`src/common/beam_pkg.sv`:
```
/*
 * Beamformer shared definitions
 * Sizes, pipeline latencies and the packed structs that carry samples,
 * coefficient writes, lane operands and lane results
 */
package beam_pkg;

   // ==============================
   // Sizes
   // ==============================
   localparam int data_width   = 16;
   localparam int num_channels = 4;
   localparam int num_taps     = 4;

   // Index widths of the coefficient write port
   localparam int chan_idx_width = $clog2(num_channels);
   localparam int tap_idx_width  = $clog2(num_taps);

   // ==============================
   // Latencies in clock cycles
   // ==============================
   // Sample strobe to operands at the lanes
   localparam int window_latency  = 1;
   // Register, multiply, pair sums, final sum
   localparam int lane_latency    = 4;
   // Pair sums, then final sum
   localparam int combine_latency = 2;
   // Sample strobe to beam output
   localparam int total_latency   = window_latency + lane_latency + combine_latency;

   // ==============================
   // Types
   // ==============================
   // One data word, used for samples, coefficients and results alike
   typedef logic [data_width-1:0] word_t;

   // One sample per channel, all taken on the same strobe
   typedef struct packed {
      word_t [num_channels-1:0] ch;
   } sample_t;

   // Single coefficient write, lands in bank[channel][tap]
   typedef struct packed {
      logic [chan_idx_width-1:0] channel;
      logic [tap_idx_width-1:0]  tap;
      word_t                     value;
   } coef_wr_t;

   // Operands of one lane
   // sample[k] pairs with coef[k], tap 0 holds the newest sample
   typedef struct packed {
      word_t [num_taps-1:0] sample;
      word_t [num_taps-1:0] coef;
   } lane_ops_t;

   typedef lane_ops_t [num_channels-1:0] lane_ops_array_t;

   // One lane output per channel
   typedef word_t [num_channels-1:0] lane_result_array_t;

endpackage

```
`src/rtl/tap_window.sv`:
```
/*
 * Tap window
 * Holds the last num_taps samples of every channel and the coefficient bank,
 * and hands one operand set per channel to the FIR lanes on each sample strobe
 */
module tap_window (
   input  logic                      clk,
   input  logic                      rst,
   input  logic                      sample_valid,
   input  beam_pkg::sample_t         samples,
   input  logic                      coef_wr_valid,
   input  beam_pkg::coef_wr_t        coef_wr,
   output beam_pkg::lane_ops_array_t ops,
   output logic                      ops_valid
);

   // Sample delay lines, tap 0 is the newest
   beam_pkg::word_t [beam_pkg::num_channels-1:0][beam_pkg::num_taps-1:0] window_r;

   // Coefficient bank as written through the write port
   beam_pkg::word_t [beam_pkg::num_channels-1:0][beam_pkg::num_taps-1:0] coef_r;

   // Bank copy taken with each sample
   // Stays stable while the window is held between strobes
   beam_pkg::word_t [beam_pkg::num_channels-1:0][beam_pkg::num_taps-1:0] coef_snap_r;

   // Marks the cycle in which the lanes should take the operands
   logic ops_valid_r;

   // ==============================
   // Sample delay lines
   // ==============================
   // Advances only on a strobe, idle cycles leave the window untouched
   always_ff @(posedge clk or posedge rst) begin
      if (rst) begin
         window_r <= '0;
      end else if (sample_valid) begin
         for (int c = 0; c < beam_pkg::num_channels; c++) begin
            // New sample enters at tap 0
            window_r[c][0] <= samples.ch[c];
            // Older samples move one tap down, the oldest drops out
            for (int t = 1; t < beam_pkg::num_taps; t++) begin
               window_r[c][t] <= window_r[c][t-1];
            end
         end
      end
   end

   // ==============================
   // Coefficient bank
   // ==============================
   // One word per write, addressed by channel and tap
   always_ff @(posedge clk or posedge rst) begin
      if (rst) begin
         coef_r <= '0;
      end else if (coef_wr_valid) begin
         coef_r[coef_wr.channel][coef_wr.tap] <= coef_wr.value;
      end
   end

   // Snapshot reads the bank before a write on the same edge lands,
   // so a write beside a sample only reaches the next sample
   always_ff @(posedge clk or posedge rst) begin
      if (rst) begin
         coef_snap_r <= '0;
      end else if (sample_valid) begin
         coef_snap_r <= coef_r;
      end
   end

   // One pulse per accepted sample
   always_ff @(posedge clk or posedge rst) begin
      if (rst) begin
         ops_valid_r <= 1'b0;
      end else begin
         ops_valid_r <= sample_valid;
      end
   end

   // ==============================
   // Operand assembly
   // ==============================
   // Pure rewiring of registered state into the per-lane struct
   always_comb begin
      for (int c = 0; c < beam_pkg::num_channels; c++) begin
         ops[c].sample = window_r[c];
         ops[c].coef   = coef_snap_r[c];
      end
   end

   assign ops_valid = ops_valid_r;

endmodule

```
`config.mk`:
```
export PLATFORM = sky130hd
export DESIGN_NAME = tap_window
export DESIGN_NICKNAME = d
export VERILOG_FILES = /design/src/common/beam_pkg.sv /design/src/rtl/tap_window.sv
export SDC_FILE = /design/constraint.sdc
export NUM_CORES = 1
export LEC_CHECK = 0
export BUFFER_PORTS_ARGS = -buffer_cell sky130_fd_sc_hd__buf_4
export CORE_ASPECT_RATIO = 0.7
export CORE_MARGIN = 2
export CORE_UTILIZATION = 25
export CTS_CLUSTER_SIZE = 25
export DETAILED_ROUTE_END_ITERATION = 10
export SLEW_MARGIN = 15
export SYNTH_ARGS = -nofsm -noshare
export SYNTH_HDL_FRONTEND = slang
export SYNTH_SLANG_ARGS = --single-unit
export TNS_END_PERCENT = 50
```
`constraint.sdc`:
```
create_clock -name clk -period 23 [get_ports clk]
set_input_delay 2.3 -clock clk [delete_from_list [all_inputs] [get_ports clk]]
set_output_delay 2.3 -clock clk [all_outputs]
set_load 0.005 [all_outputs]
```
# Word-level counts from Yosys, hierarchy flattened

Cells that the tools add are included.
Widths: inputs -> output; s select.

Bits in registers: 769
Bits of input ports: 88
Output and inout bits: 513

Magnitude comparators: 4
Muxes and demuxes: 5
Reductions and logical operators: 2

Operators by type and width:

| cell               | number |
|---|---|
| $bwmux 256         | 1 |
| $demux 64 s2       | 1 |
| $mux 64            | 1 |
| $demux 16 s2       | 1 |
| $mux 16            | 1 |
| $lt 2x3->1 const B | 2 |
| $ge 2x1->1 const B | 2 |
| $logic_and 1x1->1  | 2 |

# Logic depth before layout (Yosys ltp)

Word-level depth: 7
Gate-level depth with buffers: 5
Gate-level depth less buffers: 3

# Worst setup path after synthesis

No wires, ideal clock.

Path type: input port to flip-flop
Start point: input port coef_wr[17] (netlist name)
End point: register coef_r[208] (netlist name)
Library setup time: 125 ps
Arrival time: 3453 ps
Required time: 22875 ps
Path slack: 19422 ps
Stages: 4
Buffers on the path: 1
Path through: nand2b_1 -> nor2_1 -> buf_2 -> mux2_2

Word-level cells in the longest chain between the ends: 7

Ends and longest elaborated chain:

| element                                                        | RTL line         | RTL |
|---|---|---|
| start: declaration                                             | tap_window.sv:12 | `input beam_pkg::coef_wr_t coef_wr,` |
| $lt 2x3->1 (not written as such) or $ge 2x1->1 (tied branches) | tap_window.sv:57 | `coef_r[coef_wr.channel][coef_wr.tap] <= coef_wr.value;` |
| $logic_and 1x1->1 (not written as such)                        | tap_window.sv:57 |  |
| $mux 16 (not written as such)                                  | tap_window.sv:57 |  |
| $demux 16 s2 *                                                 | tap_window.sv:57 |  |
| $mux 64 (not written as such) *                                | tap_window.sv:57 |  |
| $demux 64 s2 *                                                 | tap_window.sv:57 |  |
| $bwmux 256 *                                                   | tap_window.sv:57 |  |
| end signal: indexed assignment                                 | tap_window.sv:57 |  |
| end: declaration                                               | tap_window.sv:21 | `beam_pkg::word_t [beam_pkg::num_channels-1:0][beam_pkg::num_taps-1:0] coef_r;` |

Every way passes the cells marked *; elsewhere a longest branch is shown, timed or not.
A chain may end at the register's enable or synchronous reset.

==> results.yml <==
grt:
  grt_pass1_wl_mm: 114
  grt_remaining_overflow: 0
  first_global_vias: 16500
  grt_max_degree: 153
  grtUsageTotal_pct: 13.0
  antenna_found_initial: 12
detailed_routing:
  vias_per_cell: 4.16
  num_vias: 16000
  wl_per_cell_um: 20.1
  drc: 0
  drtIter0Drc: 986
  first_pass_iters: 4
  antenna_left: 0
  drt_wl_total_mm: 77.4
clock_network:
  ctsHtreeMaxLevel: 3
  post_cts_buffers: 0
  cts_tree: "done"
  ctsHoldBuffers: 0
  cts_buffers: 79
  worstSkewPairLatency_ns: 0.63
  cts_sinks: 769
  cts.path.max_buffers: 3
  path_clk_slew_ns: 0.06
  root_buffer: "clkbuf_16"
  cts_resized: 0
sta:
  fmax_ghz: 0.150
  hold_ws_ns: 0.485
  finalSetupViolations: 0
  rsz0062_at_grt: "no"
  slew_headroom_pct: 20.1
  setup_tns_ns: 0
  clock_skew_ns: 0.0219
  min_period_ns: 6.66
  worstMarginPinSlew_ns: 1.20
  final-hold-violation-count: 0
  maxSlewViolCount: 0
  fin_crit_sh_pct: 29.0
logic_synthesis:
  yosysSeqAreaShare_pct: 67.5
  synth_area_sq_um: 28500
  ys_ff_latch: 769
  avgSynthCellArea_sq_um: 17.2
  netlist-cell-type-count: 17
  yosysWarnings: 0
  postSynthCellCount: 1657
  syn-num-nets: 1745
critical_path:
  start_kind: "primary input"
  crit_fanout: 74
  critPathCaptureType: "async pin"
  crit_required_ns: 23.62
  cp.arrival_ns: 7.28
  crit_type: "in -> async"
power_and_ir_drop:
  power.density_nw_per_um2: 105
  leakagePower_uw: 0.0170
  peakVddDrop_uv: 57.6
floorplanning:
  die_width_um: 408
  dieArea_sq_um: 117000
  core_area_sq_um: 113000
  start_util_pct: 25.2
  fp.dieH_um: 287
  placementRows: 103
  ioPinCount: 601
final_layout:
  final_common_cell: "dfrtp_1"
  drive_above_1_share_pct: 65.0
  area_growth_syn_to_layout_pct: 30.9
  num-nets-final: 2356
  final_cell_mix: "dfrtp_1, mux2_2, buf_4"
run:
  cap_viol_max_count: 0
worst_hold_path:
  hold_class: "reg -> reg"
run_status:
  status: "finished, final reports clean"
placement:
  dpl.hpwl_mm: 51.6
  portBuffers: 600
  gp_congestion: 0.802
flip-flops by register name, indices dropped and copies added (netlist names):
signal	flops
ops	512
coef_r	256
ops_valid	1
through the flow:
stage	power [uW]	instances	util [%]	setup WS, ns	cell area (sq um)
CTS	3990	3847	33.0	16.11	37300
finish	3920	3851	33.0	16.34	37300
global placement	2640	3709	30.7	15.42	34700
global route	4130	3847	33.0	15.47	37300
detailed placement	2660	3709	30.7	15.41	34700
floorplan	2170	1657	-	10.15	28500
worst max-delay path, cell delays in order:
cell        delay [ns]
buf_4             0.12
clkinvlp_4        0.64
buf_4             0.85
buf_4             0.74
buf_4             0.81
buf_4             0.76
buf_4             0.81
synth_stat cells:
cell      count  area (sq um)
inv_1         1          3.75
nor2b_1       1          6.26
nor2_2        6          37.5
dfrtp_1     769         19200
clkbuf_1     25          93.8
nand2b_1      5          31.3
mux2_1       17           191
nor2_1        4          15.0
or3_1         2          12.5
nand2_1       2          7.51
nand3_1       1          5.00
buf_6         1          11.3
buf_2        69           345
nand3b_1      2          15.0
mux2_2      741          8340
nor3b_2       1          12.5
mux2_4       10           150
per-layer routing:
layer / track usage (%) / wire (um) / part of all wire (%) / vias up
met5: 0 / 32 / 0.041 / -
met4: 3.29 / 1380 / 1.8 / 6
met3: 4.87 / 7020 / 9.1 / 90
met2: 20.0 / 35200 / 45 / 446
met1: 17.4 / 33800 / 44 / 8359
li1: - / - / - / 7115
power breakdown:
group,switching (uW),internal (uW)
clock network,537,764
registers,178,1660
logic,288,487
total,1000,2910
path summary, 6_finish.rpt:
path | startpoint | end | slack (ns) | depth (start not counted)
setup reg to reg | ops[321] | ops[337] | 22.11 | 1
hold / removal | coef_r[243] | ops[435] | 0.48 | 1
max in group clk | sample_valid | ops[257] | 18.34 | 4
min in group asynchronous | rst | ops[250] | 1.91 | 2
hold reg to reg | coef_r[243] | ops[435] | 0.48 | 1
setup / recovery | rst | coef_r[237] | 16.34 | 7
logic make-up after synthesis:
kind of cell	Yosys count	share of synthesized area (%)
DFF	769	67.5
and+or+nand+nor	24	0.500
muxes	768	30.4
buffers and inverters	96	1.59
final cells by class:
class	count	area (sq um)
Fill cell	11000	75700
Sequential cell	769	19200
Multi-Input combinational cell	792	8840
Timing Repair Buffer	625	4710
Clock buffer	114	2340
Tap cell	1522	1900
Clock inverter	24	288
Antenna cell	4	10.0
Inverter	1	7.51
Note: power is estimated with default switching activity, not from simulation.
