==> config.mk <==
export PLATFORM = sky130hd
export DESIGN_NAME = beam_combiner
export DESIGN_NICKNAME = d
export VERILOG_FILES = /design/src/common/beam_pkg.sv /design/src/rtl/beam_combiner.sv
export SDC_FILE = /design/constraint.sdc
export NUM_CORES = 1
export LEC_CHECK = 0
export BUFFER_PORTS_ARGS = -buffer_cell sky130_fd_sc_hd__buf_2
export CAP_MARGIN = 20
export CORE_MARGIN = 8
export CORE_UTILIZATION = 45
export DETAILED_ROUTE_END_ITERATION = 8
export PLACE_DENSITY = 0.69
export REMOVE_ABC_BUFFERS = 1
export SLEW_MARGIN = 20
export SYNTH_ARGS = -nofsm -noshare
export SYNTH_HDL_FRONTEND = slang
export SYNTH_SLANG_ARGS = --single-unit
==> constraint.sdc <==
create_clock -name clk -period 4 [get_ports clk]
set_clock_uncertainty 0.2 [all_clocks]
set_input_delay 0 -clock clk [delete_from_list [all_inputs] [get_ports clk]]
set_output_delay 0 -clock clk [all_outputs]
set_load 0.02 [all_outputs]
==> src/common/beam_pkg.sv <==
/*
 * Beamformer shared definitions
 * Sizes, pipeline latencies and the packed structs that carry samples,
 * coefficient writes, lane operands and lane results
 */
package beam_pkg;

   // ==============================
   // Sizes
   // ==============================
   localparam int data_width   = 16;
   localparam int num_channels = 4;
   localparam int num_taps     = 4;

   // Index widths of the coefficient write port
   localparam int chan_idx_width = $clog2(num_channels);
   localparam int tap_idx_width  = $clog2(num_taps);

   // ==============================
   // Latencies in clock cycles
   // ==============================
   // Sample strobe to operands at the lanes
   localparam int window_latency  = 1;
   // Register, multiply, pair sums, final sum
   localparam int lane_latency    = 4;
   // Pair sums, then final sum
   localparam int combine_latency = 2;
   // Sample strobe to beam output
   localparam int total_latency   = window_latency + lane_latency + combine_latency;

   // ==============================
   // Types
   // ==============================
   // One data word, used for samples, coefficients and results alike
   typedef logic [data_width-1:0] word_t;

   // One sample per channel, all taken on the same strobe
   typedef struct packed {
      word_t [num_channels-1:0] ch;
   } sample_t;

   // Single coefficient write, lands in bank[channel][tap]
   typedef struct packed {
      logic [chan_idx_width-1:0] channel;
      logic [tap_idx_width-1:0]  tap;
      word_t                     value;
   } coef_wr_t;

   // Operands of one lane
   // sample[k] pairs with coef[k], tap 0 holds the newest sample
   typedef struct packed {
      word_t [num_taps-1:0] sample;
      word_t [num_taps-1:0] coef;
   } lane_ops_t;

   typedef lane_ops_t [num_channels-1:0] lane_ops_array_t;

   // One lane output per channel
   typedef word_t [num_channels-1:0] lane_result_array_t;

endpackage

==> src/rtl/beam_combiner.sv <==
/*
 * Beam combiner
 * Sums the lane results through a two-level registered adder tree
 * into one wrapping beam sample
 */
module beam_combiner (
   input  logic                            clk,
   input  logic                            rst,
   input  beam_pkg::lane_result_array_t    results,
   input  logic                            results_valid,
   output logic [beam_pkg::data_width-1:0] beam,
   output logic                            beam_valid
);

   // First level, neighbouring lanes summed in pairs
   beam_pkg::word_t [beam_pkg::num_channels/2-1:0] pair_r;

   // Second level, the beam itself
   beam_pkg::word_t beam_r;

   // Valid bit per adder level
   logic [beam_pkg::combine_latency-1:0] valid_r;

   // ==============================
   // Adder tree
   // ==============================
   always_ff @(posedge clk or posedge rst) begin
      if (rst) begin
         pair_r <= '0;
         beam_r <= '0;
      end else begin
         // Lane pairs, overflow dropped
         for (int i = 0; i < beam_pkg::num_channels/2; i++) begin
            pair_r[i] <= results[2*i] + results[2*i+1];
         end
         // Final sum over all channels
         beam_r <= pair_r[0] + pair_r[1];
      end
   end

   // Valid follows the data through both levels
   always_ff @(posedge clk or posedge rst) begin
      if (rst) begin
         valid_r <= '0;
      end else begin
         valid_r <= {valid_r[beam_pkg::combine_latency-2:0], results_valid};
      end
   end

   assign beam       = beam_r;
   assign beam_valid = valid_r[beam_pkg::combine_latency-1];

endmodule

# After elaboration in Yosys (flattened, before gate mapping)
# Cells that the tools add are included.
dict set report word_totals {
  register_bits 50
  out_inout_bits 17
  elab_cells 7
}
dict set report op_classes {
  addsub 3
}
# cell count
set op_table {}
lappend op_table {{16-bit adder} 3}

# Longest topological paths before layout
dict set report depth {
  ltp_word 1
  mapped_depth 8
}

# Worst setup path after synthesis
# OpenSTA, ideal clock, no wires.
dict set report synth_path {
  path_type {register to register}
  from {register pair_r[0] (netlist name)}
  to {register beam_r[12] (netlist: beam[12])}
  setup_time_ns 0.069
  arrival_ns 2.087
  required_time_ns 3.731
  slack_ns 1.644
  path_stages_with_launch 9
  path_buffers 0
  period_less_slack_ns 2.356
  cell_sequence {dfrtp_1 -> ha_1 -> fa_1 -> a21oi_1 -> o21ai_0 -> a21oi_2 -> o311ai_2 -> a2111o_1 -> nand3_1}
}
dict set report synth_between {
  elab_chain_cells 1
}
# item line
set synth_rtl {}
lappend synth_rtl {{from (decl)} beam_combiner.sv:16} ;# beam_pkg::word_t [beam_pkg::num_channels/2-1:0] pair_r;
lappend synth_rtl {{from (signal, indexed assignment)} beam_combiner.sv:34} ;# pair_r[i] <= results[2*i] + results[2*i+1];
lappend synth_rtl {{16-bit adder} beam_combiner.sv:37} ;# beam_r <= pair_r[0] + pair_r[1];
lappend synth_rtl {{to (signal assigned)} beam_combiner.sv:37}
lappend synth_rtl {{to (decl)} beam_combiner.sv:19} ;# beam_pkg::word_t beam_r;
# Every way passes these cells.

# Final worst setup path
dict set report layout_path {
  from {input results[16] (netlist name)}
  to {register pair_r[14] (netlist name)}
}
dict set report layout_between {
  elab_chain_cells 1
}
# item line
set layout_rtl {}
lappend layout_rtl {{from (decl)} beam_combiner.sv:9} ;# input beam_pkg::lane_result_array_t results,
lappend layout_rtl {{16-bit adder} beam_combiner.sv:34}
# Every way passes these cells.

==> results.tsv <==
stage	metric	value	unit
final_layout	fraction of layout cells with a size suffix above 1	21.7	%
cts	Worst-Skew Late Latency	0.30	ns
power	VDD IR max	0.182	mV
final_layout	Nets	588	
timing	Worst-Margin Slew	0.790	ns
cts	# clock sinks	50	
timing	setup TNS	0	ns
synth	top post-synthesis cells by area	dfrtp_1 37%, ha_1 17%, xor2_1 5.0%, a21oi_1 4.9%, xnor2_1 4.7%	
synth	Synth Area per Inst	10.4	um^2
detailed_routing	drt initial violations	128	
place	hpwl dp	5960	um
floorplanning	Die ar.	10500	um^2
place	dpl ws	1.46	ns
timing	highest clock rate	339	MHz
detailed_routing	via count	3039	
setup_path	Worst setup SP type	primary input	
cts	Max Root-Sink Buffers	2	
synth	Top FF cell, synth	dfrtp_1	
final_layout	antenna fix cells	0	
global_route	initial antenna violation count	0	
global_route	number of global-route vias before repair	3132	
place	input/output buffers	83	
place	RD Place Congestion	0.879	
cts	H-tree Lvls	2	
timing	Final WS setup	1.05	ns
setup_path	critical path required time	4.03	ns
floorplanning	I/O pin cnt	84	
timing	Final period util	73.8	%
floorplanning	core footprint	7250	um^2
timing	Slew HR	47.3	%
synth	Gate Count Post-Synth	322	
flow_run	max-cap violations	0	
worst_hold_path	Worst Hold Class	in2reg	
floorplanning	Initial Util	46.3	%
synth	Synth warnings	0	
timing	Final Hold Vio Count	0	
synth	#FFs+latches synth	50	
timing	count of final setup violators	0	
power	Final Power	0.00203	W
synth	post-synth top area cell	dfrtp_1	
floorplanning	die height	102	um
setup_path	Crit. End Element	flip-flop	
synth	Post-Syn Area	3360	um^2
cts	clock root cell	clkbuf_8	
power	pwr/cell area	439	nW/um^2
cts	CTS tree	done	
global_route	Overall Global Routing Usage	16.1	%
setup_path	Crit Path Class	in2reg	
detailed_routing	DRT antenna net count	0	
final_layout	Syn-to-layout area delta	38.0	%
detailed_routing	via/cell ratio	5.30	
floorplanning	Die Width	102	um
floorplanning	Cell Rows	31	
timing	RSZ-0062 raised after global routing	false	
cts	Worst-path clk slew	0.08	ns
synth	asr flop ratio synth	100	%
synth	library cells used by synthesis	51	
synth	EDFF count, synth	0	
detailed_routing	drc violations	0	
cts	PostCTS Resize Cnt	0	
status	status	finished clean	
power	Pleak	2.21	nW
timing	Period minus WS final	2.95	ns
global_route	largest net degree at the start of global routing	51	
global_route	first-pass GRT wire length	13600	um
detailed_routing	TritonRoute pass-1 iters	4	
synth	Synth top area share	37.2	%
setup_path	CP Data Arrival Time	2.99	ns
timing	Final Max Slew Viols	0	
cts	CTS Buf Count	5	
synth	synth cell count leaders	50 x dfrtp_1, 45 x ha_1, 33 x a21oi_1	
synth	Seq/Total Area, Yosys	37.2	%
setup_path	CP max FO	3	
synth	top-count cell post-synth	dfrtp_1	
global_route	grt total ovfl	0	
detailed_routing	wire per inst	14.4	um
detailed_routing	routed wire length	8230	um
==> area by class of cell <==
type / instances / area [um^2]
Fill cell: 554 / 2620
Inverter: 15 / 57.6
Clock inverter: 1 / 30.0
Multi-Input combinational cell: 254 / 2040
Timing Repair Buffer: 147 / 1060
Clock buffer: 7 / 76.3
Tap cell: 99 / 124
Sequential cell: 50 / 1250
==> final timing paths <==
| path | cells past startpoint | slack, ns | end | start |
|---|---|---|---|---|
| worst max-delay path | 11 | 1.05 | pair_r[14] | results[16] |
| worst min-delay path | 5 | 0.02 | pair_r[8] | results[23] |
| worst max register to register | 8 | 1.43 | beam[12] | pair_r[0] |
| worst min register to register | 0 | 0.16 | valid_r[1] | valid_r[0] |
| max in group asynchronous | 3 | 2.95 | pair_r[12] | rst |
| min in group asynchronous | 3 | 0.17 | beam[9] | rst |
==> flip-flops by register name (all words and copies together), names as in the netlist <==
name     cells
valid_r      2
pair_r      32
beam        16
==> kinds of logic (layout without fill, tap and decap cells) <==
family | count (synthesis) | in the layout | synth area share [%]
AOI/OAI and AO/OA | 106 | 106 | 22.7
and+or+nand+nor | 61 | 61 | 9.24
DFF | 50 | 50 | 37.2
adders and majority gates | 48 | 48 | 18.5
xor gates and xnor gates | 37 | 37 | 9.65
buffers and inverters | 18 | 170 | 2.01
muxes | 2 | 2 | 0.596
==> worst max-delay path, cell delays in order <==
cell and delay (ns):
dlygate4sd3_1 0.55, buf_2 0.13, ha_1 0.20, fa_1 0.40, a21oi_1 0.21, o21ai_0 0.14
a21oi_1 0.32, nor4_1 0.09, nor3_1 0.23, xnor2_1 0.15, dlygate4sd3_1 0.56
==> cells in the final DEF (no fill, tap or decap), types with 3 or more instances in the layout <==
cell / count
o21a_1: 4
and3_1: 3
dlygate4sd3_1: 64
a31oi_1: 3
o31ai_1: 3
nand3_1: 9
a21o_1: 14
o21ai_1: 3
nor3_1: 7
dfrtp_1: 50
a21oi_1: 33
nor3b_1: 3
xor2_1: 19
clkbuf_8: 5
o21ai_0: 15
nand4_1: 3
ha_1: 45
xnor2_1: 18
fa_1: 3
inv_1: 14
buf_2: 83
nor2_1: 12
nand2_1: 14
o21bai_1: 5
==> per-stage QoR <==
| step | hold WS [ns] | instance area [um^2] | instances | utilization (%) |
|---|---|---|---|---|
| after floorplan | -0.169 | 3350 | 319 | - |
| final | 0.0159 | 4640 | 573 | 63.9 |
| after global placement | -0.0885 | 3890 | 501 | 53.6 |
| after global routing | 0.0393 | 4640 | 573 | 63.9 |
| after CTS | 0.00869 | 4630 | 573 | 63.9 |
| after detailed placement | -0.0854 | 3890 | 501 | 53.6 |
==> routing by layer <==
metal	vias up	global-route usage [%]	routed length, um
met5	-	0	0
met4	0	7.56	235
li1	1492	-	-
met3	17	2.45	359
met1	1444	17.7	3260
met2	86	29.4	4380
==> what timing repair did <==
| item | CTS | global route |
|---|---|---|
| hold buffers | 64 | 0 |
| endpoints found under the setup margin | 0 | 0 |
| buffers inserted | 0 | 0 |
| hold endpoints to repair | 78 | 0 |
==> where the power goes <==
part           leakage (nW)  switching [W]  internal [W]  total, W
Sequential            0.582      0.0000461      0.000653  0.000699
Clock                0.0524       0.000154      0.000187  0.000341
Combinational          1.58       0.000541      0.000454  0.000995
(Power assumes the default switching activity.)
