File: config.mk
export PLATFORM = sky130hd
export DESIGN_NAME = fir_lane
export DESIGN_NICKNAME = d
export VERILOG_FILES = /design/src/common/beam_pkg.sv /design/src/fir_lane/fir_lane.sv
export SDC_FILE = /design/constraint.sdc
export NUM_CORES = 1
export LEC_CHECK = 0
export CORE_AREA = 2 2 248 250
export CTS_BUF_LIST = sky130_fd_sc_hd__clkbuf_4
export DETAILED_ROUTE_END_ITERATION = 7
export DIE_AREA = 0 0 250 252
export DONT_BUFFER_PORTS = 1
export GPL_TIMING_DRIVEN = 1
export PLACE_DENSITY = 0.59
export SYNTH_ARGS = -nofsm -noshare
export SYNTH_HDL_FRONTEND = slang
export SYNTH_SLANG_ARGS = --single-unit
File: constraint.sdc
create_clock -name clk -period 14.95 [get_ports clk]
set_input_delay 0.7475 -clock clk [delete_from_list [all_inputs] [get_ports clk]]
set_output_delay 0.7475 -clock clk [all_outputs]
set_load 0.02 [all_outputs]
File: src/common/beam_pkg.sv
/*
 * Beamformer shared definitions
 * Sizes, pipeline latencies and the packed structs that carry samples,
 * coefficient writes, lane operands and lane results
 */
package beam_pkg;

   // ==============================
   // Sizes
   // ==============================
   localparam int data_width   = 16;
   localparam int num_channels = 4;
   localparam int num_taps     = 4;

   // Index widths of the coefficient write port
   localparam int chan_idx_width = $clog2(num_channels);
   localparam int tap_idx_width  = $clog2(num_taps);

   // ==============================
   // Latencies in clock cycles
   // ==============================
   // Sample strobe to operands at the lanes
   localparam int window_latency  = 1;
   // Register, multiply, pair sums, final sum
   localparam int lane_latency    = 4;
   // Pair sums, then final sum
   localparam int combine_latency = 2;
   // Sample strobe to beam output
   localparam int total_latency   = window_latency + lane_latency + combine_latency;

   // ==============================
   // Types
   // ==============================
   // One data word, used for samples, coefficients and results alike
   typedef logic [data_width-1:0] word_t;

   // One sample per channel, all taken on the same strobe
   typedef struct packed {
      word_t [num_channels-1:0] ch;
   } sample_t;

   // Single coefficient write, lands in bank[channel][tap]
   typedef struct packed {
      logic [chan_idx_width-1:0] channel;
      logic [tap_idx_width-1:0]  tap;
      word_t                     value;
   } coef_wr_t;

   // Operands of one lane
   // sample[k] pairs with coef[k], tap 0 holds the newest sample
   typedef struct packed {
      word_t [num_taps-1:0] sample;
      word_t [num_taps-1:0] coef;
   } lane_ops_t;

   typedef lane_ops_t [num_channels-1:0] lane_ops_array_t;

   // One lane output per channel
   typedef word_t [num_channels-1:0] lane_result_array_t;

endpackage

File: src/fir_lane/fir_lane.sv
/*
 * FIR lane
 * Four-stage pipeline for one channel: operand register, tap products,
 * pair sums and final sum, all wrapping at data_width bits
 */
module fir_lane (
   input  logic                            clk,
   input  logic                            rst,
   input  beam_pkg::lane_ops_t             ops,
   input  logic                            ops_valid,
   output logic [beam_pkg::data_width-1:0] result,
   output logic                            result_valid
);

   // Stage 1, registered operands
   beam_pkg::lane_ops_t ops_r;

   // Stage 2, one product per tap
   beam_pkg::word_t [beam_pkg::num_taps-1:0] prod_r;

   // Stage 3, first adder level
   beam_pkg::word_t [beam_pkg::num_taps/2-1:0] pair_r;

   // Stage 4, tree output
   beam_pkg::word_t sum_r;

   // Valid bit per stage, bit 0 is the operand stage
   logic [beam_pkg::lane_latency-1:0] valid_r;

   // ==============================
   // Data pipeline
   // ==============================
   // Free running, valid_r says which result is real
   always_ff @(posedge clk or posedge rst) begin
      if (rst) begin
         ops_r  <= '0;
         prod_r <= '0;
         pair_r <= '0;
         sum_r  <= '0;
      end else begin
         // Operand register
         ops_r <= ops;

         // Products keep only the low data_width bits
         for (int i = 0; i < beam_pkg::num_taps; i++) begin
            prod_r[i] <= ops_r.sample[i] * ops_r.coef[i];
         end

         // Adjacent taps summed in pairs
         for (int i = 0; i < beam_pkg::num_taps/2; i++) begin
            pair_r[i] <= prod_r[2*i] + prod_r[2*i+1];
         end

         // Final adder, carry out dropped
         sum_r <= pair_r[0] + pair_r[1];
      end
   end

   // ==============================
   // Valid delay line
   // ==============================
   // Shifts one stage per cycle alongside the data
   always_ff @(posedge clk or posedge rst) begin
      if (rst) begin
         valid_r <= '0;
      end else begin
         valid_r <= {valid_r[beam_pkg::lane_latency-2:0], ops_valid};
      end
   end

   assign result       = sum_r;
   assign result_valid = valid_r[beam_pkg::lane_latency-1];

endmodule

* Word level (Yosys, flattened, before mapping)
Index checks and enable logic that the tools add are counted.
Cells by class: add/subtract/negate cells 3, multipliers 4
Operators with widths (number):
- $mul 16x16->16 | 4
- $add 16x16->16 | 3
Storage, ports and cells: register bits 244, input bits 131, output and inout bits 17

* Depth between registers and ports, before layout
Gate-level depths: netlist of the first run.
depth in word-level cells 1, mapped depth 22, depth with buffers taken out 21

* Worst setup path after synthesis of the first run
Ideal clock, no wire load.
path kind reg-to-reg, start point register ops_r[49] (netlist bit), end point register prod_r[63] (netlist bit), cell stages (with the launch flop) 17, buffers on the path 1, slack 9.858 ns, arrival 4.969 ns, clock period less this slack 5.092 ns, data required time 14.827 ns, cells stage by stage dfrtp_1 clkbuf_1 nand2_1 fa_1 fa_1 fa_1 inv_1 fa_1 fa_1 inv_1 fa_1 inv_1 ha_1 or3_1 or3_1 a21oi_2 xnor2_1
On the way: word-level cells in the longest chain between the ends 1
RTL lines:
- start, declared | RTL line fir_lane.sv:16 | beam_pkg::lane_ops_t ops_r;
- start signal, assigned | RTL line fir_lane.sv:42 | ops_r <= ops;
- $mul 16x16->16 | RTL line fir_lane.sv:46 | prod_r[i] <= ops_r.sample[i] * ops_r.coef[i];
- end signal, assigned by index | RTL line fir_lane.sv:46
- end, declared | RTL line fir_lane.sv:19 | beam_pkg::word_t [beam_pkg::num_taps-1:0] prod_r;
Every way passes these cells.

* Worst setup path after layout of the first run
Ends and elaborated chain as after synthesis.

==> results of run 1 <==
-- critical path: cells and delay by family (launching register included) --
kind	cells	cell delay [ps]
adder cells (fa/ha/maj)	7	3250
AND/OR/NAND/NOR	3	940
flip-flops	1	670
AO/OA/AOI/OAI	1	240
buffers and inverters	3	150
XOR/XNOR	1	100
-- registers in the layout, indices dropped and copies added, names as in the netlist --
signal / cells
ops_r: 128
pair_r: 32
prod_r: 64
result: 16
valid_r: 4
-- routing by layer --
metal / up-vias / global-route usage (%)
li1: 7546 / -
met1: 8221 / 24.8
met5: - / 0
met3: 86 / 3.50
met4: 0 / 5.87
met2: 404 / 30.2
-- how the worst max path moves through the flow --
stage / startpoint / to
after floorplan: rst / ops_r[0]$_DFF_PP0_
after global placement: ops_r[33]$_DFF_PP0_ / prod_r[47]$_DFF_PP0_
after detailed placement: ops_r[49]$_DFF_PP0_ / prod_r[63]$_DFF_PP0_
after CTS: ops_r[49]$_DFF_PP0_ / prod_r[63]$_DFF_PP0_
after global routing: ops_r[33]$_DFF_PP0_ / prod_r[47]$_DFF_PP0_
final: ops_r[49]$_DFF_PP0_ / prod_r[63]$_DFF_PP0_
-- kinds of logic (layout without fill, tap and decap cells) --
| group | Yosys count | in the layout | synth area share (%) |
|---|---|---|---|
| AO/OA/AOI/OAI | 185 | 185 | 5.30 |
| other | 0 | 2 | 0 |
| buffers and inverters | 517 | 708 | 8.14 |
| flip-flops | 244 | 244 | 25.6 |
| AND/OR/NAND/NOR | 680 | 680 | 14.1 |
| XOR/XNOR | 192 | 192 | 7.04 |
| multiplexers | 3 | 3 | 0.126 |
| adder cells (fa/ha/maj) | 564 | 564 | 39.7 |
-- final cells by class --
type                       instances  area [um2]
sequential                       244        6110
fill                            5786       33300
clock inverter                    28         180
tap                              782         978
clock buffer                      90         676
multi-input combinational       1624       15800
inverter                         458        1730
antenna                            2        5.00
timing repair buffer             132        1320
-- power by group through the flow --
| stage | registers, mW | logic [mW] | clock network (mW) |
|---|---|---|---|
| floorplan | 0.967 | 3.02 | 0 |
| global placement | 1.05 | 3.74 | 0 |
| detailed placement | 1.05 | 3.84 | 0 |
| CTS | 1.04 | 3.90 | 0.653 |
| global route | 1.05 | 4.40 | 0.690 |
| finish | 1.04 | 3.87 | 0.619 |
-- placed cells by master (no fill, tap or decap), types with 4 or more instances in the layout --
master         synthesis  final
clkinv_1               0     10
dlygate4sd3_1          0    130
and2_1               266    266
nand2b_1              13     13
o21ai_0               27     27
fa_1                 323    323
a31oi_1                7      7
inv_2                  0      4
nand3_1                9      9
ha_1                 241    241
a21oi_1               55     55
o21bai_1               7      7
clkbuf_4               0     90
dfrtp_1              244    244
nor3_1                10     10
nor2b_1               15     15
o21a_1                23     23
inv_1                458    457
nand2_1              305    305
clkinv_2               0      9
nor2_1                45     45
xor2_1                44     44
a21o_1                25     25
xnor2_1              148    148
-- what timing repair did --
| item | CTS | global route |
|---|---|---|
| setup buffers | 0 | 0 |
| hold buffers | 130 | 0 |
| setup endpoints to repair | 0 | 0 |
| endpoints found under the hold margin | 224 | 0 |
-- per-stage QoR --
step | power [mW] | std cells | setup WS [ps] | util [%] | cell area (um2)
floorplan | 3.99 | 2385 | 7500 | - | 23900
global placement | 4.79 | 3110 | 9590 | 41.0 | 24600
detailed placement | 4.89 | 3110 | 9480 | 41.0 | 24600
CTS | 5.59 | 3358 | 9470 | 44.6 | 26800
global route | 6.15 | 3360 | 9160 | 44.6 | 26800
finish | 5.52 | 3360 | 9470 | 44.6 | 26800
==> flow_summary.toml, run 1 <==
[status]
status = "finished clean"

[power]
p_sw_share_pct = 46.6
power_switching_mw = 2.57
seqPwrFrac_pct = 18.8
peakVddDrop_v = 0.000119
p_comb_share_pct = 70.0
p_per_area_nw_per_um2 = 206
p_leak_nw = 13.0
intPower_mw = 2.95
pwr-share-clk_pct = 11.2

[floorplanning]
die_x_um = 250
dieArea_um2 = 63000
initial_core_util_pct = 39.7
core_area_um2 = 60100
die_y_um = 252
rows = 90
io_pins = 148

[worst_setup_path]
rr_worst_depth = 15
start_kind = "flip-flop"
crit_arrival_ps = 6110
r2r-start = "ops_r[49]$_DFF_PP0_"
crit_chain = "nand2_1 -> fa_1 -> fa_1 -> inv_1 -> fa_1 -> fa_1 -> fa_1 -> inv_1 -> fa_1 -> inv_1 -> ha_1 -> or3_1 -> or3_1 -> a21oi_2 -> xnor2_1"
cp_max_fo = 15
r2r_slack_ps = 9470
cp.required_ps = 15580
r2r-end = "prod_r[63]$_DFF_PP0_"
crit_top_cell = "fa_1"
cpPeakStageDelay_ps = 670
slowest_stage = "dfrtp_1"
criticalPathCategory = "reg -> reg"
worstSetupEndpointType = "flip-flop"

[global_routing]
grt_first_pass_wirelength_mm = 92.3
grt-ovfl-total = 0
grt_max_degree = 98
grt_pass1_vias = 18200
track_usage_pct = 18.4
antenna_found_initial = 5

[synth]
avgSynthCellArea_um2 = 10.0
ys_types = 58
synth_area_um2 = 23900
synth_seq_cells = 244
synth_top_area_share_pct = 27.1
yosysSeqAreaShare_pct = 25.6
ys.warnings.count = 0
netlist_instances = 2385
netlist_top_cells_count = "inv_1, fa_1, nand2_1, and2_1, dfrtp_1"
ys_async_sr_fraction_pct = 100
yosys.area.top_type = "fa_1"
synth.most_common_cell = "inv_1"
synth_edf_count = 0
synthesis.nets = 3080
synth_area_leaders = "fa_1, dfrtp_1, ha_1"
synth_top_flop_cell = "dfrtp_1"

[timing]
relSlewSlack_pct = 31.8
min_period_over_period_pct = 36.7
slew_violations = 0
min_period_ps = 5480
finalSetupTns_ps = 0
worst_pin_slew_ps = 1020
holdWs_ps = 351
fin_worst_skew_ps = 42.7
grt_setup_unrepaired = "no"
finalSetupViolCount = 0
hold_viol = 0
fmax_ghz = 0.182

[finish]
area_growth_pct = 12.3
drive_gt1_share_pct = 4.81
fin_nets = 3224

[cts]
cts-resized-gates = 0
numCtsBuffers = 69
htreeDepth = 3
path_clk_slew_ps = 60
root_buffer = "clkbuf_4"
cts_sinks = 244
cts_tree = "built"
clockBufferDepth = 3
insertion_delay_ps = 790

[placement]
gp_congestion = 0.862
dp_hpwl_mm = 41.5
port_buffers = 0

[run]
cap_violations = 0

[hold_path]
hold-path-endpoint = "valid_r[2]$_DFF_PP0_"
min_from = "valid_r[1]$_DFF_PP0_"
holdPathStages = 0
hp-class = "reg -> reg"

[route]
routed_wirelength_mm = 54.7
wl_met1_mm = 25.2
first_pass_iters = 7
drc = 0
drt_iter0_markers = 799
via_count = 16300
dr_wl_met2_mm = 25.7
top_layer_used = "met4"
wl_per_cell_um = 16.3
wl_met3_mm = 2.69
detail-route-antenna-nets = 0
vias_per_cell = 4.84
Power figures use the tool's default switching activity.
==> inputs of run 2 (changes only) <==
--- a/config.mk
+++ b/config.mk
@@ -11,7 +11,7 @@
 export DIE_AREA = 0 0 250 252
 export DONT_BUFFER_PORTS = 1
 export GPL_TIMING_DRIVEN = 1
-export PLACE_DENSITY = 0.59
+export PLACE_DENSITY = 0.61
 export SYNTH_ARGS = -nofsm -noshare
 export SYNTH_HDL_FRONTEND = slang
 export SYNTH_SLANG_ARGS = --single-unit
==> constraint.sdc (replaced) <==
create_clock -name clk -period 4.4 [get_ports clk]
set_input_delay 0.22 -clock clk [delete_from_list [all_inputs] [get_ports clk]]
set_output_delay 0.22 -clock clk [all_outputs]
set_load 0.02 [all_outputs]
==> run 2 against run 1 <==
  * Sequential power grew to 3.3 times the previous value
  * Combinational power grew to 4.8 times the previous value
  * Total power grew to 4.4 times the previous value
  * Clock power grew to 3.7 times the previous value
  * Clock-buffer cell count is 5 lower
  * The run now ends with setup timing left
  * Critical path depth is 5 higher
  * Largest power group unchanged
  * Utilization is 8.9 points higher
==> flow_summary.toml, run 2 (synthesis gave the netlist of run 1 again) <==
[status]
status = "finished with violations"
failed_checks = "setup timing"

[timing]
fmax_ghz = 0.199
finalSetupViolCount = 28
slew_violations = 0
relSlewSlack_pct = 37.8
hold_viol = 0
min_period_over_period_pct = 114
worst_slack_ps = -633
min_period_ps = 5030
worst_pin_slew_ps = 931
grt_setup_unrepaired = "yes"
fin_worst_skew_ps = 47.4
holdWs_ps = 105
finalSetupTns_ps = -9690

[finish]
top_register = "ops_r"
most-common-layout-cells = "inv_1, fa_1, nand2_1"
area_growth_pct = 34.7
instances_no_fill = 3812
fin_nets = 3679
drive_gt1_share_pct = 23.7
layout_commonest_cell = "inv_1"
reg.largest.list = "ops_r x128, prod_r x64, pair_r x32"
largest_reg_flops = 128

[cts]
path_clk_slew_ps = 80
cts_sinks = 244
insertion_delay_ps = 780
root_buffer = "clkbuf_4"
htreeDepth = 3
numCtsBuffers = 68
cts_tree = "built"
clockBufferDepth = 3

[floorplanning]
die_x_um = 250
die_y_um = 252
core_area_um2 = 60100
dieArea_um2 = 63000
io_pins = 148
initial_core_util_pct = 39.7
rows = 90

[worst_setup_path]
r2r_slack_ps = -630
cp.required_ps = 5100
start_kind = "flip-flop"
rr_worst_depth = 20
r2r-end = "prod_r[63]$_DFF_PP0_"
crit_arrival_ps = 5730
r2r-start = "ops_r[54]$_DFF_PP0_"
cp_max_fo = 5
criticalPathCategory = "reg -> reg"
worstSetupEndpointType = "flip-flop"

[power]
pwr-share-clk_pct = 9.6
peakVddDrop_v = 0.000665
intPower_mw = 13.8
p_sw_share_pct = 43.0
p_per_area_nw_per_um2 = 753
p_leak_nw = 15.4
seqPwrFrac_pct = 14.3
power_switching_mw = 10.4
p_comb_share_pct = 76.1

[global_routing]
grt-ovfl-total = 0
use_met2_pct = 33.7
grt_first_pass_wirelength_mm = 100
track_usage_pct = 19.9
grt_max_degree = 144
met1_usage_pct = 25.3
antenna_found_initial = 1
met3_usage_pct = 4.04
grt_pass1_vias = 20400
top_usage_layer = "met2"

[route]
wl_per_cell_um = 15.8
vias_per_cell = 4.75
first_pass_iters = 5
routed_wirelength_mm = 60.4
detail-route-antenna-nets = 0
drc = 0
drt_iter0_markers = 791
via_count = 18100

[placement]
port_buffers = 0
dp_cells = 3373
dp_hpwl_mm = 45.7
gp_congestion = 0.914

[run]
cap_violations = 0

[hold_path]
hp-class = "in -> async"
## run 2: cell types whose count changed in the layout (fill, tap and decap cells not counted), sizes merged
| cell | delta |
|---|---|
| clkinv | +1 |
| clkbuf | -5 |
| dlygate4sd3 | +129 |
| bufinv | +4 |
| diode | -1 |
| buf | +327 |
| clkinvlp | +1 |
| inv | -4 |
## run 2: area by class of cell
| class | count | area, um2 |
|---|---|---|
| clock buffers | 85 | 638 |
| flip-flops and latches | 244 | 6160 |
| repair buffers | 588 | 5450 |
| well taps | 782 | 978 |
| clock inverters | 30 | 300 |
| inverters | 458 | 1730 |
| fillers | 5172 | 28000 |
| diodes | 1 | 2.50 |
| multi-input cells | 1624 | 16900 |
## run 2: routing by layer
layer | vias up | part of all wire (%) | wire (um)
met5 | - | 0 | 0
met4 | 0 | 2.8 | 1660
met1 | 9088 | 43 | 26200
li1 | 8464 | - | -
met3 | 124 | 5.1 | 3110
met2 | 427 | 49 | 29500
## run 2: metrics by stage
| step | setup WS, ps | area [um2] | power, mW | utilization, % |
|---|---|---|---|---|
| 2_1_floorplan | -505 | 24500 | 14.6 | - |
| 3_3_place_gp | -655 | 27100 | 19.0 | 45.1 |
| 3_5_place_dp | -731 | 27100 | 19.5 | 45.1 |
| 4_1_cts | -633 | 31500 | 23.3 | 52.5 |
| 5_1_grt | -802 | 32100 | 26.6 | 53.5 |
| 6_report | -633 | 32100 | 24.2 | 53.5 |
## run 2: critical path, cell delays in order, from the launching register on
cell and delay [ps]:
dfrtp_1 430, buf_6 150, buf_6 120, and2_4 150, fa_1 480, inv_1 50
fa_1 500, inv_2 50, ha_4 150, fa_1 470, fa_1 550, inv_1 50
fa_1 490, inv_2 50, ha_4 200, o21a_1 100, o31a_1 110, o21a_1 210
or3_1 370, a21oi_2 140, xnor2_1 140
## run 2: power by group through the flow
stage	registers, mW	clock network (mW)	logic [mW]
after floorplan	3.29	0	11.3
after global placement	3.50	0	15.5
after detailed placement	3.50	0	16.0
after CTS	3.46	2.42	17.4
after global routing	3.51	2.56	20.5
final	3.45	2.32	18.4
## run 2: worst max path at each step
| stage | startpoint | to | slack, ps | cells after the start |
|---|---|---|---|---|
| after global placement | ops_r[18]$_DFF_PP0_ | prod_r[30]$_DFF_PP0_ | -660 | 19 |
| final | ops_r[54]$_DFF_PP0_ | prod_r[63]$_DFF_PP0_ | -630 | 20 |
| after global routing | ops_r[54]$_DFF_PP0_ | prod_r[63]$_DFF_PP0_ | -800 | 17 |
| after CTS | ops_r[49]$_DFF_PP0_ | prod_r[63]$_DFF_PP0_ | -630 | 19 |
| after detailed placement | ops_r[86]$_DFF_PP0_ | prod_r[29]$_DFF_PP0_ | -730 | 19 |
| after floorplan | ops_r[53]$_DFF_PP0_ | prod_r[63]$_DFF_PP0_ | -500 | 17 |
## run 2: what timing repair did
| action | 4_1_cts | 5_1_grt |
|---|---|---|
| pin swaps | 96 | 108 |
| setup buffers | 48 | 22 |
| hold buffers | 259 | 0 |
| setup endpoints to repair | 30 | 32 |
| gates resized for setup | 151 | 120 |
| hold endpoints to repair | 199 | 0 |
